--- src/source/aes_simd_pkg.sv ---
`default_nettype none

package aes_simd_pkg;

	localparam int SCALAR_W = 16;
	localparam int VECTOR_W = 128;
	localparam int DEFAULT_NUM_REGS = 16;

	typedef logic [SCALAR_W-1:0] scalar_t;
	typedef logic [VECTOR_W-1:0] vector_t; // byte 0 in 127:120, column major
	typedef logic [3:0] reg_idx_t;

	// scalar opcodes have bit 4 clear, vector opcodes have it set
	typedef enum logic [4:0] {
		OP_NOP  = 5'b00000,
		OP_STR  = 5'b00001,
		OP_LDR  = 5'b00010,
		OP_BNE  = 5'b00011,
		OP_ADD1 = 5'b00100,
		OP_ADD  = 5'b00101,
		OP_XOR  = 5'b00110,
		OP_MUL  = 5'b00111,
		OP_VSTR = 5'b10001,
		OP_VLDR = 5'b10010,
		OP_ARK  = 5'b10011,
		OP_SHR  = 5'b10100,
		OP_MIX  = 5'b10101,
		OP_ROT  = 5'b10110,
		OP_RCON = 5'b10111
	} opcode_t;

	typedef enum logic [4:0] {
		ALU_NOP  = 5'b00000,
		ALU_STR  = 5'b00001,
		ALU_LDR  = 5'b00010,
		ALU_BNE  = 5'b00011,
		ALU_ADD1 = 5'b00100,
		ALU_ADD  = 5'b00101,
		ALU_XOR  = 5'b00110,
		ALU_MUL  = 5'b00111
	} alu_op_t;

	typedef enum logic [4:0] {
		VEC_NOP  = 5'b00000,
		VEC_STR  = 5'b10001,
		VEC_LDR  = 5'b10010,
		VEC_ARK  = 5'b10011,
		VEC_SHR  = 5'b10100,
		VEC_MIX  = 5'b10101,
		VEC_ROT  = 5'b10110,
		VEC_RCON = 5'b10111
	} vec_op_t;

	// writeback source select
	localparam logic [1:0] WB_LOAD = 2'b00;
	localparam logic [1:0] WB_UNIT = 2'b01;

	typedef struct packed {
		opcode_t op;
		reg_idx_t rd;
		reg_idx_t rs1;
		reg_idx_t rs2;
		vector_t load_data; // read data for ldr and vldr
	} instr_t;

	typedef struct packed {
		logic load;
		logic scalar_we;
		logic vector_we;
		logic mem_we_scalar;
		logic mem_we_vector;
		logic [1:0] wb_sel_scalar;
		logic [1:0] wb_sel_vector;
		alu_op_t alu_op;
		vec_op_t vec_op;
	} ctrl_t;

	typedef struct packed {
		logic branch_taken;
		logic mem_we_scalar;
		logic mem_we_vector;
		scalar_t scalar_wb;
		vector_t vector_wb;
		vector_t store_data;
	} resp_t;

endpackage

`default_nettype wire
--- src/source/control_unit.sv ---
`timescale 1ns/1ps
`default_nettype none

module control_unit import aes_simd_pkg::*; (
	input opcode_t op,
	output ctrl_t ctrl
);

	always_comb begin
		ctrl = '0; // nop and anything not decoded below
		case (op)
			// scalar store, data comes out of the alu
			OP_STR: begin
				ctrl.mem_we_scalar = 1'b1;
				ctrl.alu_op = ALU_STR;
			end
			OP_LDR: begin
				ctrl.load = 1'b1;
				ctrl.scalar_we = 1'b1;
				ctrl.wb_sel_scalar = WB_LOAD;
				ctrl.alu_op = ALU_LDR;
			end
			OP_BNE: begin
				ctrl.alu_op = ALU_BNE; // compare only, no writeback
			end
			OP_ADD1: begin
				ctrl.scalar_we = 1'b1;
				ctrl.wb_sel_scalar = WB_UNIT;
				ctrl.alu_op = ALU_ADD1;
			end
			OP_ADD: begin
				ctrl.scalar_we = 1'b1;
				ctrl.wb_sel_scalar = WB_UNIT;
				ctrl.alu_op = ALU_ADD;
			end
			OP_XOR: begin
				ctrl.scalar_we = 1'b1;
				ctrl.wb_sel_scalar = WB_UNIT;
				ctrl.alu_op = ALU_XOR;
			end
			OP_MUL: begin
				ctrl.scalar_we = 1'b1;
				ctrl.wb_sel_scalar = WB_UNIT;
				ctrl.alu_op = ALU_MUL;
			end
			OP_VSTR: begin
				ctrl.mem_we_vector = 1'b1;
				ctrl.vec_op = VEC_STR;
			end
			OP_VLDR: begin
				ctrl.load = 1'b1;
				ctrl.vector_we = 1'b1;
				ctrl.wb_sel_vector = WB_LOAD;
				ctrl.vec_op = VEC_LDR;
			end
			// aes round steps all write the vector result back
			OP_ARK, OP_SHR, OP_MIX, OP_ROT, OP_RCON: begin
				ctrl.vector_we = 1'b1;
				ctrl.wb_sel_vector = WB_UNIT;
				case (op)
					OP_ARK: ctrl.vec_op = VEC_ARK;
					OP_SHR: ctrl.vec_op = VEC_SHR;
					OP_MIX: ctrl.vec_op = VEC_MIX;
					OP_ROT: ctrl.vec_op = VEC_ROT;
					default: ctrl.vec_op = VEC_RCON;
				endcase
			end
			default: begin
				ctrl = '0;
			end
		endcase
	end

endmodule

`default_nettype wire

--- config.mk ---
export PLATFORM = sky130hd
export DESIGN_NAME = control_unit
export DESIGN_NICKNAME = d
export VERILOG_FILES = /design/src/source/aes_simd_pkg.sv /design/src/source/control_unit.sv
export SDC_FILE = /design/constraint.sdc
export NUM_CORES = 1
export LEC_CHECK = 0
export ABC_AREA = 1
export ABC_CLOCK_PERIOD_IN_PS = 800
export BUFFER_PORTS_ARGS = -buffer_cell sky130_fd_sc_hd__buf_2
export CORE_AREA = 3 3 40 42
export DETAILED_ROUTE_END_ITERATION = 10
export DIE_AREA = 0 0 43 45
export SLEW_MARGIN = 10
export SYNTH_ARGS = -nofsm -noshare
export SYNTH_HDL_FRONTEND = slang
export SYNTH_SLANG_ARGS = --single-unit
--- constraint.sdc ---
create_clock -name vclk -period 0.8
set_input_delay 0.2 -clock vclk [all_inputs]
set_output_delay 0.2 -clock vclk [all_outputs]
set_load 0.02 [all_outputs]
# After elaboration in Yosys (flattened, before gate mapping)
# Cells that the tools add are included.
# op_classes
addsub	0
n_mul	0
div_mod_pow	0
magnitude_cmp	0
eq_ne	14
n_shift	0
n_mux	10
bitwise	0
reduce_logical	5
# ops
cell	n
equality test 5 bit, second input constant	7
case mux 3 bit (7 select lines)	1
equality test 5 x 3 -> 1 bit, second input constant	4
case mux 5 bit (3 select lines)	1
case mux 3 bit (4 select lines)	1
equality test 5 x 2 -> 1 bit, second input constant	2
OR reduction 5 bit	2
two-way mux 1 bit	7
OR reduction 6 bit	1
equality test 5 x 1 -> 1 bit, second input constant	1
OR reduction 4 bit	1
OR reduction 2 bit	1
# word_totals
regBits	0
latchBits	0
ram_bits	0
rom_bits	0
output_inout_bits	19
elab_cells	29
memories	0

# Longest topological paths before layout
# logic_depth
depth_word	3
depth_mapped	5

# Worst setup path before layout
# OpenSTA, ideal clock, no wires.
# synth_path
path_type	input to output
startpoint	input op[3]
endpoint	output ctrl[10] (netlist bit)
t_arrival_ns	0.807
t_required_ns	0.600
slack_ns	-0.207
cell_stages	3
path_cell_list	inv_1 nand3_1 o21ai_0
# synth_rtl
item	line_no	text
start: declaration	control_unit.sv:5	input opcode_t op,
end: declaration	control_unit.sv:6	output ctrl_t ctrl

==> flow_metrics.tcl <==
set metrics [dict create \
    rows 13 \
    portBuffers 19 \
    grt_use_total 0.07552 \
    whs_path_depth 4 \
    leakage_nw 0.2947 \
    min_from "op[2]" \
    first_iter_violations 0 \
    synth_top_cells_by_area "buf_4 25%, inv_1 19%, nand2_1 14%, nor2_1 14%, nand3_1 8.3%" \
    dr.pass1.iters 1 \
    drc_errors 0 \
    max_freq_mhz 1014 \
    grt_pass1_vias 288 \
    setup_violations 14 \
    multi_input_area_um2 244.0 \
    required_ns 0.60 \
    diodes 0 \
    gp_congestion 0.7680 \
    final_cell_mix "16 x buf_6, 8 x nor2_4, 6 x nand2_2, 5 x conb_1, 4 x inv_2" \
    min_path_type "input pin to output pin" \
    period_needed_ns 0.9865 \
    worstPathMaxFanout 4 \
    syn_area_um2 181.4 \
    die_h_um 45 \
    layout_commonest_cell "buf_6" \
    n_clock_buffer 0 \
    hold-worst-slack_ns 0.7132 \
    synthCells 39 \
    finalSetupTns_ns -1.588 \
    yosysTopAreaCell "buf_4" \
    grt_max_degree 6 \
    crit_start "op[2]" \
    wl_per_cell_um 9.658 \
    viasPerCell 3.658 \
    ctsHoldBuffers 0 \
    worst_setup_path_start_kind "input pin" \
    pwr-share-clk 0 \
    period_share 1.233 \
    ys.warnings.count 0 \
    synth_top_area_share 0.2483 \
    core_mm2 0.001285 \
    cp_slowest_cell "nor2_4" \
    drive_above_1_share 0.9016 \
    ys_types 11 \
    ys_seq_area_frac 0 \
    seqPwrFrac 0 \
    switching_share 0.5375 \
    cell_internal_pwr_uw 157.7 \
    synth.avg_cell_area_um2 4.652 \
    postLayoutSetupSlackWorst_ns -0.1865 \
    area_growth_pct 246.2 \
    register_area_um2 0 \
    grt_antenna_before_repair 0 \
    n_sequential_cell 0 \
    p_comb_frac 1.000 \
    crit_chain "buf_12, nor2_4, nand3_2, nand2_2, buf_6" \
    rsz0062_at_grt "yes" \
    worstPathArrival_ns 0.79 \
    drv_slew 0 \
    p_switching_uw 183.3 \
    totalWireLength_um 734 \
    detail-route-antenna-nets 0 \
    status "finished, violations left" \
    grt_overflow 0 \
    hold_viol 0 \
    ir_drop_v 0.0002351 \
    violations "setup timing" \
    worst_path_largest_cell_delay_ns 0.17 \
    fillCellCount 130 \
    dp_hpwl_um 510.1 \
    grt_pass1_wl_um 1179 \
    die_x_um 43 \
    dieArea_mm2 0.001935 \
    powerDensity_mw_per_mm2 543.0 \
    vias 278 \
    critPathKind "input pin to output pin" \
    initial_utilization 0.1412 \
    cap_violations 0 \
    cp-end-kind "output pin" \
    min_to "ctrl[4]" \
    pin_count 24 \
    layout.nets 68 \
]
[metrics by stage]
step                cell area (um2)  power (mW)  instances  utilization  worst slack (ns)
CTS                           609.3      0.3293         76       0.4742           -0.1787
global placement              340.3      0.1885         75       0.2648           -0.2883
finish                        628.1      0.3410         76       0.4888           -0.1865
detailed placement            340.3      0.1899         75       0.2648           -0.2837
floorplan                     245.2      0.1360         43            -          -0.05673
global route                  628.1      0.3632         76       0.4888           -0.2278
[cells by family (layout without fill, tap and decap cells)]
kind of cell           after synthesis  after routing  share of synthesized area
and+or+nand+nor                     20             20                     0.4690
AOI/OAI and AO/OA                    2              2                    0.05512
other                                1              5                    0.02067
buffers and inverters               16             34                     0.4551
[Yosys cell counts, drive strengths merged]
| cell | n |
|---|---|
| o21ai | 2 |
| conb | 1 |
| buf | 6 |
| nand3 | 3 |
| nand2 | 7 |
| nor3 | 1 |
| nor2 | 9 |
| inv | 10 |
[timing repair]
item,4_1_cts,5_1_grt
setup buffers,1,0
gates resized for setup,80,6
cloned,0,0
pin swaps,14,4
setup endpoints to repair,14,14
[critical path: cells and delay by family]
kind	cells	cell delay, ns
buffers and inverters	2	0.22
AND/OR/NAND/NOR	3	0.37
[power groups by stage]
stage                     Clock, mW  Combinational [mW]  Sequential, mW
after global routing              0               0.363               0
after floorplan                   0               0.136               0
after global placement            0               0.188               0
final                             0               0.341               0
after detailed placement          0               0.190               0
after CTS                         0               0.329               0
[worst max-delay path by stage]
| stage | end | slack, ns | depth (start not counted) |
|---|---|---|---|
| after floorplan | ctrl[10] | -0.06 | 3 |
| after global placement | ctrl[14] | -0.29 | 5 |
| after detailed placement | ctrl[15] | -0.28 | 6 |
| after CTS | ctrl[4] | -0.18 | 5 |
| after global routing | ctrl[4] | -0.23 | 5 |
| final | ctrl[4] | -0.19 | 5 |
[per-layer routing]
metal | GRT usage | up-vias | share of wire | wire length [um]
met5 | 0 | - | 0 | 0
met4 | 0 | 0 | 0 | 0
met3 | 0.01195 | 0 | 0.078 | 57
met2 | 0.1497 | 13 | 0.60 | 444
met1 | 0.09069 | 117 | 0.32 | 232
li1 | - | 148 | - | -
[final cells by class]
| type | count | share of cell area |
|---|---|---|
| Timing Repair Buffer | 24 | 0.4661 |
| Tap cell | 15 | 0.02988 |
| Multi-Input combinational cell | 27 | 0.3884 |
| Inverter | 10 | 0.1155 |
No activity file was read; power rests on OpenSTA's default activity.
