--- src/source/aes_simd_pkg.sv ---
`default_nettype none

package aes_simd_pkg;

	localparam int SCALAR_W = 16;
	localparam int VECTOR_W = 128;
	localparam int DEFAULT_NUM_REGS = 16;

	typedef logic [SCALAR_W-1:0] scalar_t;
	typedef logic [VECTOR_W-1:0] vector_t; // byte 0 in 127:120, column major
	typedef logic [3:0] reg_idx_t;

	// scalar opcodes have bit 4 clear, vector opcodes have it set
	typedef enum logic [4:0] {
		OP_NOP  = 5'b00000,
		OP_STR  = 5'b00001,
		OP_LDR  = 5'b00010,
		OP_BNE  = 5'b00011,
		OP_ADD1 = 5'b00100,
		OP_ADD  = 5'b00101,
		OP_XOR  = 5'b00110,
		OP_MUL  = 5'b00111,
		OP_VSTR = 5'b10001,
		OP_VLDR = 5'b10010,
		OP_ARK  = 5'b10011,
		OP_SHR  = 5'b10100,
		OP_MIX  = 5'b10101,
		OP_ROT  = 5'b10110,
		OP_RCON = 5'b10111
	} opcode_t;

	typedef enum logic [4:0] {
		ALU_NOP  = 5'b00000,
		ALU_STR  = 5'b00001,
		ALU_LDR  = 5'b00010,
		ALU_BNE  = 5'b00011,
		ALU_ADD1 = 5'b00100,
		ALU_ADD  = 5'b00101,
		ALU_XOR  = 5'b00110,
		ALU_MUL  = 5'b00111
	} alu_op_t;

	typedef enum logic [4:0] {
		VEC_NOP  = 5'b00000,
		VEC_STR  = 5'b10001,
		VEC_LDR  = 5'b10010,
		VEC_ARK  = 5'b10011,
		VEC_SHR  = 5'b10100,
		VEC_MIX  = 5'b10101,
		VEC_ROT  = 5'b10110,
		VEC_RCON = 5'b10111
	} vec_op_t;

	// writeback source select
	localparam logic [1:0] WB_LOAD = 2'b00;
	localparam logic [1:0] WB_UNIT = 2'b01;

	typedef struct packed {
		opcode_t op;
		reg_idx_t rd;
		reg_idx_t rs1;
		reg_idx_t rs2;
		vector_t load_data; // read data for ldr and vldr
	} instr_t;

	typedef struct packed {
		logic load;
		logic scalar_we;
		logic vector_we;
		logic mem_we_scalar;
		logic mem_we_vector;
		logic [1:0] wb_sel_scalar;
		logic [1:0] wb_sel_vector;
		alu_op_t alu_op;
		vec_op_t vec_op;
	} ctrl_t;

	typedef struct packed {
		logic branch_taken;
		logic mem_we_scalar;
		logic mem_we_vector;
		scalar_t scalar_wb;
		vector_t vector_wb;
		vector_t store_data;
	} resp_t;

endpackage

`default_nettype wire
--- src/source/aes_vector_unit.sv ---
`timescale 1ns/1ps
`default_nettype none

module aes_vector_unit import aes_simd_pkg::*; (
	input vec_op_t vec_op,
	input vector_t a,
	input vector_t b,
	input reg_idx_t round,
	output vector_t result
);

	// multiply by x in GF(2^8), reduction polynomial 0x11b
	function automatic logic [7:0] xtime(input logic [7:0] x);
		return {x[6:0], 1'b0} ^ (x[7] ? 8'h1b : 8'h00);
	endfunction

	// byte i sits at bits VECTOR_W-1-8*i down, i = 4*column + row
	function automatic vector_t shift_rows(input vector_t s);
		vector_t t;
		t = '0;
		for (int c = 0; c < 4; c++) begin
			for (int r = 0; r < 4; r++) begin
				// row r takes its byte from column c+r
				t[VECTOR_W-1-8*(4*c+r) -: 8] = s[VECTOR_W-1-8*(4*((c+r)%4)+r) -: 8];
			end
		end
		return t;
	endfunction

	function automatic logic [31:0] mix_column(input logic [31:0] col);
		logic [7:0] b0;
		logic [7:0] b1;
		logic [7:0] b2;
		logic [7:0] b3;
		b0 = col[31:24];
		b1 = col[23:16];
		b2 = col[15:8];
		b3 = col[7:0];
		// rows of the matrix 02 03 01 01, rotated
		return {xtime(b0) ^ xtime(b1) ^ b1 ^ b2 ^ b3,
			b0 ^ xtime(b1) ^ xtime(b2) ^ b2 ^ b3,
			b0 ^ b1 ^ xtime(b2) ^ xtime(b3) ^ b3,
			xtime(b0) ^ b0 ^ b1 ^ b2 ^ xtime(b3)};
	endfunction

	function automatic vector_t mix_columns(input vector_t s);
		vector_t t;
		t = '0;
		for (int c = 0; c < 4; c++) begin
			t[VECTOR_W-1-32*c -: 32] = mix_column(s[VECTOR_W-1-32*c -: 32]);
		end
		return t;
	endfunction

	function automatic logic [7:0] rcon(input reg_idx_t round_num);
		case (round_num)
			4'd1: return 8'h01;
			4'd2: return 8'h02;
			4'd3: return 8'h04;
			4'd4: return 8'h08;
			4'd5: return 8'h10;
			4'd6: return 8'h20;
			4'd7: return 8'h40;
			4'd8: return 8'h80;
			4'd9: return 8'h1b;
			4'd10: return 8'h36;
			default: return 8'h00; // no constant outside rounds 1 to 10
		endcase
	endfunction

	always_comb begin
		result = '0;
		case (vec_op)
			VEC_STR: result = a; // store data
			VEC_ARK: result = a ^ b;
			VEC_SHR: result = shift_rows(a);
			VEC_MIX: result = mix_columns(a);
			VEC_ROT: begin
				// each column word rotated left by one byte
				for (int c = 0; c < 4; c++) begin
					result[VECTOR_W-1-32*c -: 32] = {a[VECTOR_W-9-32*c -: 24],
						a[VECTOR_W-1-32*c -: 8]};
				end
			end
			VEC_RCON: begin
				result = a;
				result[VECTOR_W-1 -: 8] = a[VECTOR_W-1 -: 8] ^ rcon(round);
			end
			default: result = '0;
		endcase
	end

endmodule

`default_nettype wire

--- config.mk ---
export PLATFORM = sky130hd
export DESIGN_NAME = aes_vector_unit
export DESIGN_NICKNAME = d
export VERILOG_FILES = /design/src/source/aes_simd_pkg.sv /design/src/source/aes_vector_unit.sv
export SDC_FILE = /design/constraint.sdc
export NUM_CORES = 1
export LEC_CHECK = 0
export ABC_CLOCK_PERIOD_IN_PS = 1900
export BUFFER_PORTS_ARGS = -buffer_cell sky130_fd_sc_hd__buf_2
export CELL_PAD_IN_SITES_DETAIL_PLACEMENT = 2
export CELL_PAD_IN_SITES_GLOBAL_PLACEMENT = 2
export CORE_MARGIN = 2
export CORE_UTILIZATION = 29
export DETAILED_ROUTE_END_ITERATION = 8
export PLACE_DENSITY_LB_ADDON = 0.1
export SYNTH_ARGS = -nofsm -noshare
export SYNTH_HDL_FRONTEND = slang
export SYNTH_SLANG_ARGS = --single-unit
--- constraint.sdc ---
create_clock -name vclk -period 1.9
set_input_delay 0.19 -clock vclk [all_inputs]
set_output_delay 0.19 -clock vclk [all_outputs]
set_load 0.005 [all_outputs]
== After elaboration in Yosys (flattened, before gate mapping) ==
Memory sizes are Yosys's and may differ from the RTL's.
Index checks and enable logic that the tools add are counted.

* Output and inout port bits: 128
* Memories kept: 1
* Register bits: 0
* Bits of input ports: 265
* Word-level logic and storage cells: 107
* Memory bits (read-only): 128

* Equality and inequality tests: 6
* Bitwise gates (word level): 82
* Muxes and demuxes: 18

{| class="wikitable"
|+ Memories
! memory !! depth !! width !! rd ports !! clocked after memory_dff !! write ports !! line !! text
|-
| (name not given) || 16 || 8 || 1 || 0 || 0 || aes_vector_unit.sv:56 || <nowiki>case (round_num)</nowiki>
|}

{| class="wikitable"
|+ Operators with widths
! kind !! count
|-
| case mux 128 bit (6 select lines) || 1
|-
| bitwise XOR 8 bit || 66
|-
| bitwise XOR 128 bit || 1
|-
| bitwise XOR 8 x 5 -> 8 bit || 15
|-
| two-way mux 5 bit || 16
|-
| equality test 5 bit, second input constant || 6
|-
| two-way mux 8 bit || 1
|}

== Logic depth before layout (Yosys ltp) ==
* Word-level depth: 7
* Depth in mapped cells: 8
* Gate-level depth less buffers: 6

== Least setup slack after synthesis ==
OpenSTA, ideal clock, no wires.

* Kind: in2out
* From: input a[15]
* To: output result[20]
* Arrival time: 1.475 ns
* Path buffers: 1
* Required time: 1.710 ns
* Stages on the path: 5
* Setup slack: 0.235 ns
* Path through: buf_4 -> xor3_2 -> xnor3_1 -> a222oi_1 -> o21ai_1

* Cells in the longest elaborated chain, start to end: 6

{| class="wikitable"
|+ RTL lines
! what !! line !! text
|-
| start, declared || aes_vector_unit.sv:6 || <nowiki>input vector_t a,</nowiki>
|-
| two-way mux 5 bit || aes_vector_unit.sv:14 || <nowiki>return {x[6:0], 1'b0} ^ (x[7] ? 8'h1b : 8'h00);</nowiki>
|-
| bitwise XOR 8 x 5 -> 8 bit || aes_vector_unit.sv:14 ||
|-
| bitwise XOR 8 bit (3 in a row) || aes_vector_unit.sv:41 || <nowiki>b0 ^ xtime(b1) ^ xtime(b2) ^ b2 ^ b3,</nowiki>
|-
| case mux 128 bit (6 select lines) || aes_vector_unit.sv:73 || <nowiki>case (vec_op)</nowiki>
|-
| end, declared || aes_vector_unit.sv:9 || <nowiki>output vector_t result</nowiki>
|}

No other way between the ends.

== Final worst setup path ==
* From: input a[11]
* To: output result[20]

* Cells in the longest elaborated chain, start to end: 5

{| class="wikitable"
|+ RTL lines
! what !! line
|-
| bitwise XOR 8 x 5 -> 8 bit || aes_vector_unit.sv:14
|-
| bitwise XOR 8 bit (3 in a row) || aes_vector_unit.sv:41
|-
| case mux 128 bit (6 select lines) || aes_vector_unit.sv:73
|}

No other way between the ends.

==> results_dict.tcl <==
set metrics [dict create \
    status "complete, but fails checks" \
    violations "negative setup slack" \
    cap_viol_max_count 0 \
    critPathRequiredTime_ns 1.71 \
    syn-num-nets 1890 \
    vias 15800 \
    worst_pin_slew_ns 0.749 \
    nets 2384 \
    design.seq.count 0 \
    hold_ws_ns 0.752 \
    grt_pass1_wl_um 111000 \
    synth_area_um2 11700 \
    fp.dieW_um 205 \
    port_buffers 393 \
    first_pass_iters 7 \
    yosys.area.top_type_share_pct 19.7 \
    core_area_um2 39700 \
    die-area_um2 41900 \
    min_period_over_period_pct 122 \
    ir_drop_mv 0.126 \
    clock_buffers 0 \
    antenna_found_initial 6 \
    syn2layout_area_growth_pct 55.4 \
    pin_count 393 \
    dr.first_iter.drc_count 1341 \
    max_freq_mhz 432 \
    finalPower_mw 5.41 \
    grt_max_degree 88 \
    overflow 0 \
    syn_inst 1621 \
    utilization_pct 45.6 \
    critPathKind "in -> out" \
    start_kind "input pin" \
    synth_area_leaders "xnor2_1 (20%), xnor3_1 (11%), a22oi_1 (6.3%)" \
    pwr_density_cell_nw_per_um2 298 \
    avgSynthCellArea_um2 7.20 \
    via_per_inst 6.00 \
    route.detailed.drc 0 \
    maxSlewHeadroom_pct 50.1 \
    hold_path_class "in -> out" \
    fp-row-count 73 \
    synth.distinct_cells 59 \
    layout-drive-gt1-share_pct 44.9 \
    start_util_pct 29.4 \
    crit_arrival_ns 2.12 \
    synth_top_cell_by_area "xnor2_1" \
    place_ws_ns -0.542 \
    register_area_um2 0 \
    ys_seq_area_share_pct 0 \
    grt_pass1_vias 15800 \
    grt.total_usage_pct 35.7 \
    grt_setup_unrepaired "yes" \
    drtAntennaViolNets 0 \
    crit_fanout 2 \
    place_hpwl_um 59200 \
    wl_per_cell_um 32.0 \
    fp.dieH_um 205 \
    critPathCaptureType "primary output" \
    period_minus_slack_ns 2.31 \
    fillerInstances 4570 \
    final-hold-violation-count 0 \
    worst_slack_ns -0.414 \
    place.gp.congestion 0.914 \
    yosysWarningCount 0 \
    finalMaxSlewViolations 0 \
    drt_wl_total_um 84500 \
    setup_viol 118 \
    leakagePower_nw 8.09 \
    multiInputGateArea_um2 11200 \
]
==> final cells by class <==
type | instances | share of cell area [%]
Antenna cell | 5 | 0.0690
Inverter | 88 | 1.82
Multi-Input combinational cell | 1296 | 61.6
Tap cell | 525 | 3.62
Timing Repair Buffer | 729 | 32.9
==> layer usage <==
metal	GRT usage [%]	wire [µm]	part of all wire (%)
met5	0	12	0.014
met4	10.9	5010	5.9
met3	3.47	6520	7.7
met2	60.9	38800	46
met1	47.4	34200	40
==> power breakdown <==
part	switching, mW	total, mW	internal (mW)
combinational	2.82	5.41	2.60
sequential	0	0	0
clock	0	0.000000353	0.000000353
total	2.82	5.41	2.60
==> cells in the final DEF, fill, tap and decap left out, drive strengths merged, types with 4 or more instances in the layout <==
cell / count
xor2: 78
o21ai: 122
o31ai: 7
nand3: 18
a21boi: 60
buf: 703
a22oi: 98
a22o: 16
xnor2: 271
o211ai: 86
xor3: 4
diode: 5
nand2: 136
a211o: 16
nand2b: 28
a31oi: 4
a221o: 4
and2: 21
bufbuf: 4
ha: 4
or3b: 60
a21oi: 39
clkbuf: 22
a211oi: 83
nor3b: 14
nand3b: 17
inv: 88
xnor3: 57
nor3: 8
a222oi: 8
or3: 5
==> critical path, cell delays in order <==
cell,delay [ns]
buf_6,0.10
xor3_2,0.40
xnor3_2,0.33
a222oi_1,0.67
buf_4,0.23
o21ai_2,0.06
buf_2,0.14
==> path summary, 6_finish.rpt <==
path | from | to | slack (ns) | depth (start not counted)
worst min-delay path | b[93] | result[93] | 0.75 | 4
worst max-delay path | a[11] | result[20] | -0.41 | 7
==> stage by stage <==
stage               std cells  TNS (ns)  instance area (µm²)
floorplan                1621         0                11700
global placement         2531     -1.70                15300
detailed placement       2531     -4.49                15300
CTS                      2586     -1.63                16700
global route             2643    -12.97                18100
finish                   2643    -12.40                18100
==> cell usage after synthesis (all sizes together), types with 17 or more instances <==
master / count
nand3: 18
a21oi: 39
buf: 105
a211oi: 83
xnor2: 271
nand3b: 17
a22oi: 98
xnor3: 57
xor2: 78
o21ai: 122
a21boi: 60
nand2: 136
inv: 88
clkbuf: 137
nand2b: 28
or3b: 60
o211ai: 86
==> logic make-up after synthesis <==
kind of cell | share of synthesized area, %
simple gates | 15.5
buf+inv | 12.1
mux | 0.257
xor+xnor | 38.6
fa+ha+maj | 0.429
compound gates | 33.0
==> what timing repair did <==
item / 4_1_cts / 5_1_grt
setup buffers: 33 / 46
pin swaps: 100 / 170
setup endpoints to repair: 72 / 118
gates cloned: 24 / 22
hold buffers: 0 / 0
gates resized for setup: 231 / 218
No activity file was read; power rests on OpenSTA's default activity.
