`config.mk`:
```
export PLATFORM = sky130hd
export DESIGN_NAME = reg_bank
export DESIGN_NICKNAME = d
export VERILOG_FILES = /design/src/source/aes_simd_pkg.sv /design/src/source/reg_bank.sv
export SDC_FILE = /design/constraint.sdc
export NUM_CORES = 1
export LEC_CHECK = 0
export BUFFER_PORTS_ARGS = -buffer_cell sky130_fd_sc_hd__buf_4
export CAP_MARGIN = 10
export CORE_UTILIZATION = 30
export DETAILED_ROUTE_END_ITERATION = 10
export PLACE_DENSITY = 0.53
export SLEW_MARGIN = 20
export SYNTH_ARGS = -nofsm -noshare
export SYNTH_HDL_FRONTEND = slang
export SYNTH_SLANG_ARGS = --single-unit
```
`constraint.sdc`:
```
create_clock -name clk -period 2.3 [get_ports clk]
set_clock_uncertainty 0.1 [all_clocks]
set_input_delay 0.23 -clock clk [delete_from_list [all_inputs] [get_ports clk]]
set_output_delay 0.23 -clock clk [all_outputs]
set_load 0.02 [all_outputs]
```
`src/source/aes_simd_pkg.sv`:
```
`default_nettype none

package aes_simd_pkg;

	localparam int SCALAR_W = 16;
	localparam int VECTOR_W = 128;
	localparam int DEFAULT_NUM_REGS = 16;

	typedef logic [SCALAR_W-1:0] scalar_t;
	typedef logic [VECTOR_W-1:0] vector_t; // byte 0 in 127:120, column major
	typedef logic [3:0] reg_idx_t;

	// scalar opcodes have bit 4 clear, vector opcodes have it set
	typedef enum logic [4:0] {
		OP_NOP  = 5'b00000,
		OP_STR  = 5'b00001,
		OP_LDR  = 5'b00010,
		OP_BNE  = 5'b00011,
		OP_ADD1 = 5'b00100,
		OP_ADD  = 5'b00101,
		OP_XOR  = 5'b00110,
		OP_MUL  = 5'b00111,
		OP_VSTR = 5'b10001,
		OP_VLDR = 5'b10010,
		OP_ARK  = 5'b10011,
		OP_SHR  = 5'b10100,
		OP_MIX  = 5'b10101,
		OP_ROT  = 5'b10110,
		OP_RCON = 5'b10111
	} opcode_t;

	typedef enum logic [4:0] {
		ALU_NOP  = 5'b00000,
		ALU_STR  = 5'b00001,
		ALU_LDR  = 5'b00010,
		ALU_BNE  = 5'b00011,
		ALU_ADD1 = 5'b00100,
		ALU_ADD  = 5'b00101,
		ALU_XOR  = 5'b00110,
		ALU_MUL  = 5'b00111
	} alu_op_t;

	typedef enum logic [4:0] {
		VEC_NOP  = 5'b00000,
		VEC_STR  = 5'b10001,
		VEC_LDR  = 5'b10010,
		VEC_ARK  = 5'b10011,
		VEC_SHR  = 5'b10100,
		VEC_MIX  = 5'b10101,
		VEC_ROT  = 5'b10110,
		VEC_RCON = 5'b10111
	} vec_op_t;

	// writeback source select
	localparam logic [1:0] WB_LOAD = 2'b00;
	localparam logic [1:0] WB_UNIT = 2'b01;

	typedef struct packed {
		opcode_t op;
		reg_idx_t rd;
		reg_idx_t rs1;
		reg_idx_t rs2;
		vector_t load_data; // read data for ldr and vldr
	} instr_t;

	typedef struct packed {
		logic load;
		logic scalar_we;
		logic vector_we;
		logic mem_we_scalar;
		logic mem_we_vector;
		logic [1:0] wb_sel_scalar;
		logic [1:0] wb_sel_vector;
		alu_op_t alu_op;
		vec_op_t vec_op;
	} ctrl_t;

	typedef struct packed {
		logic branch_taken;
		logic mem_we_scalar;
		logic mem_we_vector;
		scalar_t scalar_wb;
		vector_t vector_wb;
		vector_t store_data;
	} resp_t;

endpackage

`default_nettype wire
```
`src/source/reg_bank.sv`:
```
`timescale 1ns/1ps
`default_nettype none

module reg_bank import aes_simd_pkg::*; #(
	parameter type word_t = scalar_t,
	parameter int NUM_REGS = DEFAULT_NUM_REGS
) (
	input logic clk,
	input logic rst,
	input reg_idx_t raddr_a,
	input reg_idx_t raddr_b,
	output word_t rdata_a,
	output word_t rdata_b,
	input logic we,
	input reg_idx_t waddr,
	input word_t wdata
);

	word_t regs [NUM_REGS];

	// reads are combinational, indices past the bank read as zero
	assign rdata_a = (int'(raddr_a) < NUM_REGS) ? regs[raddr_a] : '0;
	assign rdata_b = (int'(raddr_b) < NUM_REGS) ? regs[raddr_b] : '0;

	always_ff @(posedge clk) begin
		if (rst) begin
			for (int i = 0; i < NUM_REGS; i++) begin
				regs[i] <= '0;
			end
		end else if (we && (int'(waddr) < NUM_REGS)) begin
			regs[waddr] <= wdata;
		end
	end

endmodule

`default_nettype wire

```
# == Yosys cells after proc, flatten, opt, wreduce, memory -nomap -nowiden ==
# Memory sizes are Yosys's and may differ from the RTL's.
# Cells that the tools add are included.
# word_totals
ff_bits,0
mem_bits_rw,256
inputBits,31
out_inout_bits,32
word_cells,10
memories,1
# op_classes
mux,8
reduce_logical,1
# memory_table
memory,words,width,read_ports,rd_ports_with_merged_regs,wr,line,source
regs,16,16,2,0,16,reg_bank.sv:19,word_t regs [NUM_REGS];
# ops
op,n
16-bit two-way mux,1
16-bit OR reduction,1
1-bit two-way mux,6
4-bit two-way mux,1

# == Depth between registers and ports, before layout ==
# depth
word_depth,5
ltp_mapped,5

# == Worst setup path after synthesis ==
# No wires, ideal clock.
# synth_path
path_kind,input port to output port
startpoint,input raddr_a[0]
endpoint,output rdata_a[10] in the netlist's numbering
t_arrival_ns,1.604
setup_slack_ns,0.366
stages,5
n_path_buf,2
path_cell_list,buf_2 buf_2 mux4_2 a22oi_1 nand2_1
# synth_lines
item,line,source
start: declaration,reg_bank.sv:10,"input reg_idx_t raddr_a,"
end: declaration,reg_bank.sv:12,"output word_t rdata_a,"

==> impl_metrics.prom <==
# TYPE chip_impl_metric gauge
chip_impl_metric{name="route.vias.total",unit=""} 8080
chip_impl_metric{name="finish.net_count",unit=""} 967
chip_impl_metric{name="slew_viol_final",unit=""} 0
chip_impl_metric{name="grt_remaining_overflow",unit=""} 0
chip_impl_metric{name="hold_viol",unit=""} 0
chip_impl_metric{name="layout-drive-gt1-share",unit="%"} 42.0
chip_impl_metric{name="tritoncts.num_buffers",unit=""} 27
chip_impl_metric{name="max_stage_delay",unit="ps"} 520
chip_impl_metric{name="post-place-cells",unit=""} 1493
chip_impl_metric{name="detail_route.wirelength",unit="um"} 40700
chip_impl_metric{name="distinct_cells_synth",unit=""} 22
chip_impl_metric{name="cts_num_sinks",unit=""} 256
chip_impl_metric{name="clock.fmax",unit="GHz"} 0.431
chip_impl_metric{name="detail_route.wl_per_cell",unit="um"} 26.4
chip_impl_info{name="cpMaxStageDelayCell",value="sky130_fd_sc_hd__mux4_2"} 1
chip_impl_metric{name="cts_setup_buffers",unit=""} 0
chip_impl_metric{name="critical_path_peak_fanout",unit=""} 2
chip_impl_metric{name="die_w",unit="um"} 213
chip_impl_info{name="failed_checks",value="negative setup slack"} 1
chip_impl_metric{name="syn-instance-count",unit=""} 859
chip_impl_info{name="start_kind",value="flop"} 1
chip_impl_metric{name="drt-pass1-iter-count",unit=""} 5
chip_impl_metric{name="finalSetupViolCount",unit=""} 2
chip_impl_metric{name="drt_iter0_markers",unit=""} 735
chip_impl_metric{name="ir_drop_worst_case_vdd",unit="uV"} 504
chip_impl_metric{name="fill_cells",unit=""} 4190
chip_impl_metric{name="place_congestion",unit=""} 0.795
chip_impl_metric{name="ioPinCount",unit=""} 63
chip_impl_metric{name="proportion_of_synthesized_chip_area_in_sequential_cells",unit="%"} 57.3
chip_impl_info{name="hold_path.class",value="primary input to flop"} 1
chip_impl_info{name="worst-setup-path-type",value="flop to primary output"} 1
chip_impl_metric{name="synth-seq-cells",unit=""} 256
chip_impl_metric{name="fin_cells",unit=""} 1543
chip_impl_metric{name="synth.cell_area",unit="sq um"} 13400
chip_impl_metric{name="grt_pass1_wl",unit="um"} 59400
chip_impl_metric{name="place.detailed.hpwl",unit="um"} 26600
chip_impl_metric{name="die_outline_area",unit="sq um"} 45600
chip_impl_metric{name="core_area",unit="sq um"} 44100
chip_impl_metric{name="io_buffer_count",unit=""} 62
chip_impl_info{name="top_register",value="regs"} 1
chip_impl_info{name="timing.hold.worst.start",value="wdata[15]"} 1
chip_impl_metric{name="timing.slew.headroom",unit="%"} 20.7
chip_impl_metric{name="holdWs",unit="ps"} 26.3
chip_impl_metric{name="fin_setup_tns",unit="ps"} -21.2
chip_impl_metric{name="starting_density_of_the_core",unit="%"} 30.4
chip_impl_metric{name="layout.cell_area.non_filler",unit="sq um"} 16300
chip_impl_metric{name="placement.cell_area",unit="sq um"} 15000
chip_impl_metric{name="finalWorstSetupSlack",unit="ps"} -19.0
chip_impl_metric{name="power_density",unit="nW/um^2"} 695
chip_impl_metric{name="critPathRequiredTime",unit="ps"} 1970
chip_impl_metric{name="number_of_global_route_vias_before_repair",unit=""} 8547
chip_impl_metric{name="clk_transition_reported_paths",unit="ps"} 60
chip_impl_metric{name="dieHeight",unit="um"} 213
chip_impl_metric{name="grt_antenna_before_repair",unit=""} 0
chip_impl_metric{name="clock_path_buffers",unit=""} 3
chip_impl_metric{name="post-route-drc-count",unit=""} 0
chip_impl_metric{name="depth_of_the_worst_hold_timing_path",unit=""} 2
chip_impl_metric{name="area_growth",unit="%"} 21.4
chip_impl_info{name="whs_endpoint",value="regs[11][15]$_SDFFCE_PN0P_"} 1
chip_impl_metric{name="cts_htree_levels",unit=""} 1
chip_impl_metric{name="synth_area_per_cell",unit="sq um"} 15.6
chip_impl_info{name="cts-root-buf",value="sky130_fd_sc_hd__clkbuf_16"} 1
chip_impl_metric{name="grt_start_max_net_pins",unit=""} 31
chip_impl_metric{name="antenna-diode-count",unit=""} 0
chip_impl_metric{name="maxCapViolCount",unit=""} 0
chip_impl_metric{name="cp.arrival",unit="ps"} 1990
chip_impl_info{name="crit_path_end_kind",value="primary output"} 1
chip_impl_metric{name="number_of_flip_flops_in_the_largest_register",unit=""} 256
chip_impl_info{name="status",value="finished with violations"} 1
chip_impl_info{name="worstPathCellList",value="mux4_2, a22oi_2, nand2_1, buf_6"} 1
chip_impl_metric{name="yosysWarningCount",unit=""} 0
chip_impl_metric{name="layout_worst_path_cycle_share",unit="%"} 101
chip_impl_metric{name="grt_use_total",unit="%"} 18.5
chip_impl_metric{name="via_density",unit=""} 5.24
chip_impl_metric{name="num_rows",unit=""} 77
chip_impl_metric{name="syn_nets",unit=""} 890
chip_impl_metric{name="preCtsSetupSlack",unit="ps"} 31.5
chip_impl_info{name="reg.largest.list",value="regs x256"} 1
chip_impl_metric{name="period_needed",unit="ps"} 2320
chip_impl_metric{name="static-leakage-power",unit="nW"} 5.56
chip_impl_info{name="tritoncts_clock_tree",value="yes"} 1
chip_impl_metric{name="final_antenna_net_count",unit=""} 0
chip_impl_info{name="unrepaired_setup_endpoints_after_global_routing",value="true"} 1
chip_impl_metric{name="tightest_slew",unit="ps"} 1190
[stage by stage]
step	power, mW	utilization (%)
global route	11.7	36.9
detailed placement	7.18	34.0
floorplan	6.46	-
CTS	11.3	36.5
finish	11.3	36.9
global placement	7.17	34.0
[critical path, delay by kind of cell (launching register included)]
kind / cells / cell delay (ps)
AO/OA/AOI/OAI: 1 / 230
flip-flops: 1 / 400
buffers and inverters: 1 / 150
multiplexers: 1 / 520
AND/OR/NAND/NOR: 1 / 130
[synthesized netlist by cell type (all sizes together)]
cell type	number	area share (%)
or2	16	0.75
or4b	1	0.10
nor2b	4	0.19
a22oi	64	3.6
and2	258	12
mux4	128	21
nor2	14	0.49
nand4bb	2	0.24
nor3	4	0.31
nand2	33	0.92
edfxtp	256	57
buf	18	0.63
nand4b	1	0.065
nand2b	2	0.093
clkbuf	58	1.7
[kinds of logic (layout without fill, tap and decap cells)]
group	Yosys count	count (layout)	share of synthesized area, %
AOI/OAI and AO/OA	64	64	3.58
buffers and inverters	76	168	2.29
DFF	256	256	57.3
muxes	128	128	21.5
and+or+nand+nor	335	335	15.3
[how the worst max path moves through the flow]
stage                               from          end  cells past startpoint
5_1_grt        regs[10][8]$_SDFFCE_PN0P_   rdata_a[8]                      4
4_1_cts        regs[8][14]$_SDFFCE_PN0P_  rdata_b[14]                      4
6_report       regs[8][14]$_SDFFCE_PN0P_  rdata_a[14]                      4
3_5_place_dp                  raddr_b[3]   rdata_b[9]                      6
2_1_floorplan                 raddr_a[0]  rdata_a[10]                      5
3_3_place_gp                  raddr_b[2]   rdata_b[8]                      5
[report_power, final]
part,internal (mW),switching [mW]
Clock,2.24,1.82
Sequential,5.40,0.125
Combinational,0.803,0.925
[per-layer routing]
metal / part of all wire [%] / track usage (%) / up-vias
met5: 0 / 0 / -
met4: 2.2 / 4.68 / 0
li1: - / - / 3472
met1: 45 / 26.3 / 4265
met2: 46 / 29.0 / 287
met3: 6.8 / 3.68 / 56
[layout make-up]
class / count / area, sq um / share of cell area, %
Clock inverter: 10 / 67.6 / 0.415
Timing Repair Buffer: 124 / 1290 / 7.91
Tap cell: 592 / 741 / 4.55
Sequential cell: 256 / 7690 / 47.2
Clock buffer: 34 / 702 / 4.31
Multi-Input combinational cell: 527 / 5800 / 35.6
[timing repair]
item / in CTS / in global routing
hold endpoints to repair: 63 / 0
gates resized for setup: 65 / 41
setup endpoints to repair: 32 / 32
pin swaps: 33 / 39
hold buffers: 6 / 0
[cells in the final DEF (no fill, tap or decap), types with 15 or more instances in the layout]
cell,Yosys,layout
sky130_fd_sc_hd__edfxtp_1,256,256
sky130_fd_sc_hd__and2_1,242,242
sky130_fd_sc_hd__mux4_2,128,128
sky130_fd_sc_hd__buf_4,0,71
sky130_fd_sc_hd__a22oi_2,0,59
sky130_fd_sc_hd__buf_6,0,28
sky130_fd_sc_hd__clkbuf_16,0,27
sky130_fd_sc_hd__buf_12,0,19
sky130_fd_sc_hd__nand2_1,33,16
sky130_fd_sc_hd__or2_2,16,16
sky130_fd_sc_hd__and2_2,16,16
sky130_fd_sc_hd__nand2_2,0,15
Note: power is estimated with default switching activity, not from simulation.
