$ cat config.mk
export PLATFORM = sky130hd
export DESIGN_NAME = scalar_alu
export DESIGN_NICKNAME = d
export VERILOG_FILES = /design/src/source/aes_simd_pkg.sv /design/src/source/scalar_alu.sv
export SDC_FILE = /design/constraint.sdc
export NUM_CORES = 1
export LEC_CHECK = 0
export BUFFER_PORTS_ARGS = -buffer_cell sky130_fd_sc_hd__buf_2
export CAP_MARGIN = 0
export CORE_AREA = 2 2 95 97
export DETAILED_ROUTE_END_ITERATION = 7
export DIE_AREA = 0 0 97 99
export PLACE_DENSITY = 0.92
export SKIP_LAST_GASP = 1
export SYNTH_ARGS = -nofsm -noshare
export SYNTH_HDL_FRONTEND = slang
export SYNTH_SLANG_ARGS = --single-unit
export TNS_END_PERCENT = 1
$ cat constraint.sdc
create_clock -name vclk -period 6.6
set_input_delay 0.33 -clock vclk [all_inputs]
set_output_delay 0.33 -clock vclk [all_outputs]
set_load 0.1 [all_outputs]
$ cat src/source/aes_simd_pkg.sv
`default_nettype none

package aes_simd_pkg;

	localparam int SCALAR_W = 16;
	localparam int VECTOR_W = 128;
	localparam int DEFAULT_NUM_REGS = 16;

	typedef logic [SCALAR_W-1:0] scalar_t;
	typedef logic [VECTOR_W-1:0] vector_t; // byte 0 in 127:120, column major
	typedef logic [3:0] reg_idx_t;

	// scalar opcodes have bit 4 clear, vector opcodes have it set
	typedef enum logic [4:0] {
		OP_NOP  = 5'b00000,
		OP_STR  = 5'b00001,
		OP_LDR  = 5'b00010,
		OP_BNE  = 5'b00011,
		OP_ADD1 = 5'b00100,
		OP_ADD  = 5'b00101,
		OP_XOR  = 5'b00110,
		OP_MUL  = 5'b00111,
		OP_VSTR = 5'b10001,
		OP_VLDR = 5'b10010,
		OP_ARK  = 5'b10011,
		OP_SHR  = 5'b10100,
		OP_MIX  = 5'b10101,
		OP_ROT  = 5'b10110,
		OP_RCON = 5'b10111
	} opcode_t;

	typedef enum logic [4:0] {
		ALU_NOP  = 5'b00000,
		ALU_STR  = 5'b00001,
		ALU_LDR  = 5'b00010,
		ALU_BNE  = 5'b00011,
		ALU_ADD1 = 5'b00100,
		ALU_ADD  = 5'b00101,
		ALU_XOR  = 5'b00110,
		ALU_MUL  = 5'b00111
	} alu_op_t;

	typedef enum logic [4:0] {
		VEC_NOP  = 5'b00000,
		VEC_STR  = 5'b10001,
		VEC_LDR  = 5'b10010,
		VEC_ARK  = 5'b10011,
		VEC_SHR  = 5'b10100,
		VEC_MIX  = 5'b10101,
		VEC_ROT  = 5'b10110,
		VEC_RCON = 5'b10111
	} vec_op_t;

	// writeback source select
	localparam logic [1:0] WB_LOAD = 2'b00;
	localparam logic [1:0] WB_UNIT = 2'b01;

	typedef struct packed {
		opcode_t op;
		reg_idx_t rd;
		reg_idx_t rs1;
		reg_idx_t rs2;
		vector_t load_data; // read data for ldr and vldr
	} instr_t;

	typedef struct packed {
		logic load;
		logic scalar_we;
		logic vector_we;
		logic mem_we_scalar;
		logic mem_we_vector;
		logic [1:0] wb_sel_scalar;
		logic [1:0] wb_sel_vector;
		alu_op_t alu_op;
		vec_op_t vec_op;
	} ctrl_t;

	typedef struct packed {
		logic branch_taken;
		logic mem_we_scalar;
		logic mem_we_vector;
		scalar_t scalar_wb;
		vector_t vector_wb;
		vector_t store_data;
	} resp_t;

endpackage

`default_nettype wire
$ cat src/source/scalar_alu.sv
`timescale 1ns/1ps
`default_nettype none

module scalar_alu import aes_simd_pkg::*; (
	input alu_op_t alu_op,
	input scalar_t a,
	input scalar_t b,
	output scalar_t result,
	output logic branch_taken
);

	logic [2*SCALAR_W-1:0] product;

	// full width product, only the low half is kept
	assign product = {{SCALAR_W{1'b0}}, a} * {{SCALAR_W{1'b0}}, b};

	always_comb begin
		result = '0;
		branch_taken = 1'b0;
		case (alu_op)
			ALU_STR: result = a; // store data passes through
			ALU_ADD1: result = a + scalar_t'(1);
			ALU_ADD: result = a + b; // wraps at 16 bits
			ALU_XOR: result = a ^ b;
			ALU_MUL: result = product[SCALAR_W-1:0];
			ALU_BNE: branch_taken = (a != b);
			default: begin
				result = '0;
				branch_taken = 1'b0;
			end
		endcase
	end

endmodule

`default_nettype wire

=== Yosys cells after proc, flatten, opt, wreduce, memory -nomap -nowiden ===
Index checks and enable logic that the tools add are counted.

* Input port bits: 37
* Flip-flop bits (word level): 0
* Output and inout port bits: 17
* Logic and storage cells: 13

* Add/sub/neg operators: 2
* Multiply operators: 1
* Equal/unequal tests: 7
* Muxes and demuxes: 2
* Bitwise operators: 1

{| class="wikitable"
|+ Operator list
! operator !! count
|-
| 16-bit case mux with 5 select lines || 1
|-
| 5-bit by 3-bit equality test with 1-bit output, second input constant || 4
|-
| 16-bit by 1-bit adder with 16-bit output, second input constant || 1
|-
| 16-bit adder || 1
|-
| 16-bit by 16-bit multiplier with 16-bit output || 1
|-
| 16-bit inequality test || 1
|-
| 16-bit XOR || 1
|-
| 5-bit by 1-bit equality test with 1-bit output, second input constant || 1
|-
| 5-bit by 2-bit equality test with 1-bit output, second input constant || 1
|-
| 1-bit two-way mux || 1
|}

=== Depth between registers and ports, before layout ===
Gate-level depths: netlist of run 1.

* Depth in word-level cells: 2
* Depth in mapped cells: 21
* Depth with buffers taken out: 20

=== Least setup slack after synthesis of run 1 ===
OpenSTA, ideal clock, no wires.

* Path kind: input to output
* Start point: input port a[10]
* End point: output port result[14]
* Data required time: 6.270 ns
* Stages: 18
* Arrival: 5.858 ns
* Setup slack: 0.412 ns
* Cell sequence: clkbuf_1 -> nand2_1 -> fa_1 -> fa_1 -> fa_1 -> fa_1 -> inv_1 -> fa_1 -> inv_1 -> fa_1 -> inv_1 -> ha_1 -> and3_1 -> a211oi_1 -> a21oi_1 -> xor2_1 -> a21oi_1 -> o21ai_1

* Longest elaborated chain between the ends: 2
* Elaborated cells on any way between the ends: 4
* Classes of those cells: add/sub (2); mul (1); mux (1)

{| class="wikitable"
|+ RTL lines
! item !! line !! source
|-
| start: declaration || scalar_alu.sv:6 || <nowiki>input scalar_t a,</nowiki>
|-
| 16-bit by 16-bit multiplier with 16-bit output, or another cell as far along || scalar_alu.sv:15 || <nowiki>assign product = {{SCALAR_W{1'b0}}, a} * {{SCALAR_W{1'b0}}, b};</nowiki>
|-
| 16-bit case mux with 5 select lines * || scalar_alu.sv:20 || <nowiki>case (alu_op)</nowiki>
|-
| end: declaration || scalar_alu.sv:8 || <nowiki>output scalar_t result,</nowiki>
|}

Mark *: on every way between the ends. The rest lies on a longest branch, timed or not.

=== Worst setup path after layout of run 1 ===
* Start point: input port b[1]
* End point: output port result[14]

* Longest elaborated chain between the ends: 2
* Elaborated cells on any way between the ends: 3
* Classes of those cells: add/sub (1); mul (1); mux (1)

{| class="wikitable"
|+ RTL lines
! item !! line !! source
|-
| start: declaration || scalar_alu.sv:7 || <nowiki>input scalar_t b,</nowiki>
|-
| 16-bit by 16-bit multiplier with 16-bit output / 16-bit adder (equally long branches) || scalar_alu.sv:15, scalar_alu.sv:23 ||
|-
| 16-bit case mux with 5 select lines * || scalar_alu.sv:20 ||
|}

Marks and branches as above.

==> results of run 1 <==
[per-layer routing]
metal / up-vias / global-route usage [%]
li1: 2241 / -
met4: 0 / 12.9
met2: 269 / 57.7
met5: - / 0
met1: 2333 / 37.8
met3: 62 / 2.62
[where the power goes]
part	leakage (nW)	total, mW	internal (mW)	switching, mW
registers	0	0	0	0
logic	2.89	2.05	0.810	1.24
clock network	0	0	0	0
[through the flow]
step	util, %	std cells	setup WS, ns
after floorplan	-	687	0.412
after global placement	66.5	822	0.549
after detailed placement	66.5	822	0.445
after CTS	66.5	822	0.445
after global routing	66.5	822	0.136
final	66.5	822	0.434
[worst paths after layout]
check                  from            to  slack, ns  cells after the start
hold / removal    alu_op[4]  branch_taken       1.21                      4
setup / recovery       b[1]    result[14]       0.43                     19
[cell families after synthesis]
family	synth area share (%)
AO/OA/AOI/OAI	11.0
XOR/XNOR	10.1
AND/OR/NAND/NOR	21.3
buffers and inverters	10.7
adder cells (fa/ha/maj)	46.9
[layout make-up]
type | count | area, um^2
inverter | 120 | 450
tap | 108 | 135
timing repair buffer | 57 | 293
fill | 691 | 2870
multi-input combinational | 537 | 4810
[cells in the final DEF, fill, tap and decap left out, drive strengths merged, types with 2 or more instances in the layout]
cell,count
o21bai,3
a211o,2
nor2,21
nor3,12
ha,72
a22oi,6
inv,120
or3,4
o21a,3
xor2,16
fa,81
a21o,2
o211ai,3
o21ai,37
buf,57
nand3,7
a222oi,5
xnor2,45
nand4,3
nand2,88
nor4,2
nor2b,2
nor3b,2
or2,2
a211oi,3
a21oi,24
and3,15
and2,65
a31oi,2
==> out/metrics.cfg, run 1 <==
[detailed_routing]
drtPass1Iterations=5
met2_length_mm=7.20
drc_errors=0
drtIter0Drc=307
wl_met3_mm=1.23
ant_nets=0
m1WireLength_mm=5.59
totalWireLength_mm=14.8
vias_per_cell=5.97
top_layer=met4
num_vias=4905
wl_per_cell_um=17.9

[placement]
place_congestion=0.940
portBuffers=54
dp_hpwl_mm=12.1
post_dp_cell_area_mm2=0.00568

[synthesis]
synthTopCellsByCount=120 x inv_1, 86 x nand2_1, 81 x fa_1
synthTopCellsByArea=fa_1 30%, ha_1 17%, inv_1 8.4%, and2_1 7.2%, xnor2_1 7.2%
syn_nets=877
yosysMostFrequentCell=inv_1
ys_types=49
syn_area_mm2=0.00538
yosysSeqAreaShare_pct=0
avgSynthCellArea_um2=7.84
synth_top_area_share_pct=30.1
synth.largest_area_cell=fa_1
yosys_warnings=0
syn_inst=687

[layout]
drive_above_1_share_pct=9.38
fin_area_mm2=0.00568
regArea_um2=0
n_antenna_cell=0
nClkBuffers=0
syn_to_final_growth_pct=5.60
fin_nets=906
design.seq.count=0

[sta]
slew_headroom_pct=25.3
slew_viol_final=0
totalNegativeSetupSlack_ns=0
fmax_mhz=162
finalHoldViolCount=0
tightest_slew_ns=1.12
rsz0062_at_grt=false
setup_viol=0
fin_crit_ns=6.17
period_share_pct=93.4
hold_ws_ns=1.21

[global_routing]
grt_pass1_wl_mm=24.4
grt_usage_pct=31.4
grt_pass1_vias=5234
grt_max_degree=22
gr-total-overflow=0
antenna_found_initial=0

[worst_hold_path]
worstHoldPathType=input port to output port

[die]
core_mm2=0.00855
ios=54
die-area_mm2=0.00960
rows=34
die_w_um=97
initial_core_util_pct=62.9
die_h_um=99

[worst_setup_path]
cpLargestDelayFamily=adder cells
path_buf_inv=5
cpPeakStageDelay_ns=0.58
cp_max_fo=16
path_cells=buf_2 -> nand2_1 -> fa_1 -> fa_1 -> fa_1 -> fa_1 -> inv_1 -> fa_1 -> inv_1 -> fa_1 -> inv_1 -> ha_1 -> and3_1 -> a211oi_1 -> a21oi_1 -> xor2_1 -> a21oi_1 -> o21ai_1 -> buf_2
cp.arrival_ns=5.84
worst_path_most_repeated_cell=fa_1
crit_slowest_cell=fa_1
cp.required_ns=6.27
start_kind=input port
criticalPathCategory=input port to output port
end_kind=output port

[clock_tree]
cts_setup_buffers=0
post_cts_resized=0
postCtsHoldBufs=0

[pwr]
leakage_nw=2.89
powerDensity_mw_per_mm2=360
finalPower_mw=2.05
peakVddDrop_mv=0.296

[flow_run]
maxCapViolations=0

[run_status]
status=finished clean

Note: power is estimated with default switching activity, not from simulation.
==> run 2: changes to the inputs <==
--- a/config.mk
+++ b/config.mk
@@ -7,10 +7,10 @@
 export LEC_CHECK = 0
 export BUFFER_PORTS_ARGS = -buffer_cell sky130_fd_sc_hd__buf_2
 export CAP_MARGIN = 0
-export CORE_AREA = 2 2 95 97
+export CORE_AREA = 2 2 128 130
 export DETAILED_ROUTE_END_ITERATION = 7
-export DIE_AREA = 0 0 97 99
-export PLACE_DENSITY = 0.92
+export DIE_AREA = 0 0 130 132
+export PLACE_DENSITY = 0.59
 export SKIP_LAST_GASP = 1
 export SYNTH_ARGS = -nofsm -noshare
 export SYNTH_HDL_FRONTEND = slang
==> run 2 against run 1 <==
Effect of this change: non-clock buffer count unchanged; die area up 79%; core utilization down 29 points; worst setup slack worse by 0.017 ns; maximum frequency down 0.28%; hold slack better by 0.0038 ns; via count down 6.2%; wire length down 0.75%; design area up 2.5%; critical path depth unchanged; critical endpoint unchanged; largest cell class unchanged.
==> out/metrics.cfg, run 2 (same netlist as run 1, synthesis figures left out) <==
[pwr]
clkPwrFrac_pct=0
p_int_mw=0.804
swShare_pct=60.0
leakage_nw=2.89
p_switching_mw=1.20
finalPower_mw=2.01
peakVddDrop_mv=0.198
powerDensity_mw_per_mm2=345
power_frac_comb_pct=100.0
seqPwrFrac_pct=0

[global_routing]
grt_usage_pct=17.6
antenna_found_initial=0
grt_max_degree=22
grt_pass1_vias=4787
gr-total-overflow=0
grt_pass1_wl_mm=24.3

[layout]
final_cell_mix=120 x inv_1, 86 x nand2_1, 81 x fa_1, 72 x ha_1, 62 x and2_1
design.seq.count=0
syn_to_final_growth_pct=8.21
fin_cells=930
fillers=1682
regArea_um2=0
nClkBuffers=0
n_antenna_cell=0
fin_nets=906
final_common_cell=inv_1
drive_above_1_share_pct=9.52
fin_area_mm2=0.00582

[worst_hold_path]
worstHoldPathType=input port to output port
whs_path_depth=4

[worst_setup_path]
start_kind=input port
cpPeakStageDelay_ns=0.57
path_cells=buf_2 -> nand2_1 -> fa_1 -> fa_1 -> fa_1 -> fa_1 -> inv_1 -> fa_1 -> inv_1 -> fa_1 -> inv_1 -> ha_1 -> and3_1 -> a211oi_1 -> a21oi_1 -> xor2_1 -> a21oi_1 -> o21ai_1 -> buf_2
timing.critical_path.from=b[1]
cp.required_ns=6.27
crit_slowest_cell=fa_1
cp-endpoint=result[14]
cp_max_fo=16
criticalPathCategory=input port to output port
worst_path_most_repeated_cell=fa_1
end_kind=output port
cp.arrival_ns=5.85

[detailed_routing]
drtPass1Iterations=5
totalWireLength_mm=14.6
num_vias=4601
wl_per_cell_um=15.7
drc_errors=0
ant_nets=0
drtIter0Drc=288
vias_per_cell=4.95

[sta]
rsz0062_at_grt=false
slew_headroom_pct=21.4
period_share_pct=93.7
fmax_mhz=162
totalNegativeSetupSlack_ns=0
slew_viol_final=0
setup_viol=0
tightest_slew_ns=1.17
setup_slack_ns=0.417
finalHoldViolCount=0
fin_crit_ns=6.18

[die]
initial_core_util_pct=34.3
core_mm2=0.0157
die_h_um=132
rows=46
ios=54
die-area_mm2=0.0172
die_w_um=130

[clock_tree]
post_cts_resized=0
cts_setup_buffers=0
postCtsHoldBufs=0

[placement]
dpl_worst_slack_ns=0.413
post_dp_cell_area_mm2=0.00582
portBuffers=54
dp_hpwl_mm=12.0
placed_cells=930
place_congestion=0.858

[flow_run]
maxCapViolations=0

[run_status]
status=finished clean

-- run 2: cell counts in the layout (fill, tap and decap cells not counted) --
No cell type changed its count.
-- run 2: metrics by stage --
stage	hold WS, ns	util, %
global placement	1.22	37.1
finish	1.21	37.1
global route	1.25	37.1
detailed placement	1.22	37.1
CTS	1.22	37.1
floorplan	1.09	-
-- run 2: cell type report --
| cell class | count | area, um^2 | share of cell area, % |
|---|---|---|---|
| inverter | 120 | 450 | 7.73 |
| tap | 216 | 270 | 4.64 |
| timing repair buffer | 57 | 293 | 5.03 |
| multi-input combinational | 537 | 4810 | 82.6 |
-- run 2: power by group through the flow --
stage,Combinational (mW),Clock [mW],Sequential (mW)
2_1_floorplan,1.50,0,0
6_report,2.01,0,0
4_1_cts,2.03,0,0
3_3_place_gp,2.01,0,0
5_1_grt,2.29,0,0
3_5_place_dp,2.01,0,0
-- run 2: critical path: cells and delay by family --
| kind | cells | cell delay [ns] |
|---|---|---|
| buffers and inverters | 5 | 0.83 |
| adder cells (fa/ha/maj) | 7 | 3.37 |
| AO/OA/AOI/OAI | 4 | 0.71 |
| AND/OR/NAND/NOR | 2 | 0.31 |
| XOR/XNOR | 1 | 0.29 |
-- run 2: how the worst min path moves through the flow --
stage	start	endpoint	slack [ns]
3_5_place_dp	alu_op[4]	branch_taken	1.22
2_1_floorplan	alu_op[1]	branch_taken	1.09
6_report	alu_op[4]	branch_taken	1.21
5_1_grt	alu_op[4]	branch_taken	1.25
3_3_place_gp	alu_op[1]	branch_taken	1.22
4_1_cts	alu_op[4]	branch_taken	1.22
-- run 2: routing by layer --
layer  GRT usage [%]  share of wire, %
met1            24.2                45
met2            31.5                50
met3            1.18               4.8
met4            1.08              0.69
met5               0                 0
==> run 3: changes to the inputs <==
--- a/config.mk
+++ b/config.mk
@@ -10,6 +10,7 @@
 export CORE_AREA = 2 2 128 130
 export DETAILED_ROUTE_END_ITERATION = 7
 export DIE_AREA = 0 0 130 132
+export MAX_ROUTING_LAYER = met4
 export PLACE_DENSITY = 0.59
 export SKIP_LAST_GASP = 1
 export SYNTH_ARGS = -nofsm -noshare
==> run 3 against run 2 <==
Effect of this change: core utilization stayed put; die area stayed put; cell count stayed put; sequential share of layout area stayed put; count of clock-buffer cells in the layout stayed put; design area stayed put; via count is 0.28% lower; worst setup slack better by 0.0048 ns; critical path type unchanged; highest routed layer unchanged.
==> out/metrics.cfg, run 3 (same netlist as run 1, synthesis figures left out) <==
[sta]
fin_crit_ns=6.18
finalHoldViolCount=0
totalNegativeSetupSlack_ns=0
fmax_mhz=162
setup_slack_ns=0.422
slew_viol_final=0
slew_headroom_pct=22.3
period_share_pct=93.6
setup_viol=0
rsz0062_at_grt=false
tightest_slew_ns=1.16

[die]
die-area_mm2=0.0172
rows=46
core_mm2=0.0157
initial_core_util_pct=34.3
die_w_um=130
die_h_um=132
ios=54

[pwr]
p_switching_mw=1.20
seqPwrFrac_pct=0
leakage_nw=2.89
powerDensity_mw_per_mm2=344
p_int_mw=0.804
finalPower_mw=2.00
power_frac_comb_pct=100.0
clkPwrFrac_pct=0
peakVddDrop_mv=0.197
swShare_pct=59.9

[detailed_routing]
ant_nets=0
wl_per_cell_um=15.7
drtPass1Iterations=5
num_vias=4588
drtIter0Drc=261
vias_per_cell=4.93
drc_errors=0
totalWireLength_mm=14.6

[flow_run]
maxCapViolations=0

[global_routing]
grt_max_degree=22
grt_pass1_wl_mm=24.3
antenna_found_initial=0
grt_pass1_vias=4793
grt_usage_pct=18.1
gr-total-overflow=0

[worst_setup_path]
timing.critical_path.from=b[1]
cp.required_ns=6.27
cp.arrival_ns=5.85
end_kind=output port
cp_max_fo=16
cp-endpoint=result[14]
start_kind=input port
criticalPathCategory=input port to output port

[layout]
final_util_pct=37.1
nClkBuffers=0
final_cell_mix=120 x inv_1, 86 x nand2_1, 81 x fa_1, 72 x ha_1, 62 x and2_1
regArea_um2=0
final_common_cell=inv_1
n_antenna_cell=0
drive_above_1_share_pct=9.52
fin_nets=906
fin_area_mm2=0.00582
syn_to_final_growth_pct=8.21
design.seq.count=0

[clock_tree]
post_cts_resized=0
cts_setup_buffers=0
postCtsHoldBufs=0

[run_status]
status=finished clean

[placement]
place_congestion=0.872
post_dp_cell_area_mm2=0.00582
dpl_worst_slack_ns=0.413
portBuffers=54
dp_hpwl_mm=12.0

[worst_hold_path]
min_from=alu_op[4]
worstHoldPathType=input port to output port

run 3: worst max-delay path: stages:
cell	delay (ns)
buf_2	0.26
nand2_1	0.13
fa_1	0.52
fa_1	0.57
fa_1	0.45
fa_1	0.55
inv_1	0.05
fa_1	0.47
inv_1	0.05
fa_1	0.47
inv_1	0.04
ha_1	0.34
and3_1	0.18
a211oi_1	0.34
a21oi_1	0.13
xor2_1	0.28
a21oi_1	0.12
o21ai_1	0.12
buf_2	0.43
run 3: metal layers:
metal,GRT usage (%),share of wire [%],vias to the layer above
met4,1.08,0.70,0
li1,-,-,2231
met5,-,0,-
met3,0.852,4.6,7
met2,31.4,50,121
met1,24.5,45,2229
run 3: cell type report:
type	count	area [um^2]
inverters	120	450
fillers	1682	9890
well taps	216	270
multi-input cells	537	4810
repair buffers	57	293
run 3: how the worst min path moves through the flow:
stage,to,slack [ns],cells past startpoint
after floorplan,branch_taken,1.09,2
after global placement,branch_taken,1.22,4
after detailed placement,branch_taken,1.22,4
after CTS,branch_taken,1.22,4
after global routing,branch_taken,1.25,4
final,branch_taken,1.21,4
run 3: power groups by stage:
stage,Sequential [mW],Combinational [mW],Clock [mW]
after floorplan,0,1.50,0
after global placement,0,2.01,0
after detailed placement,0,2.01,0
after CTS,0,2.03,0
after global routing,0,2.29,0
final,0,2.00,0
run 3: per-stage QoR:
step / hold WS (ns) / std cells
2_1_floorplan: 1.09 / 687
3_3_place_gp: 1.22 / 930
3_5_place_dp: 1.22 / 930
4_1_cts: 1.22 / 930
5_1_grt: 1.25 / 930
6_report: 1.21 / 930
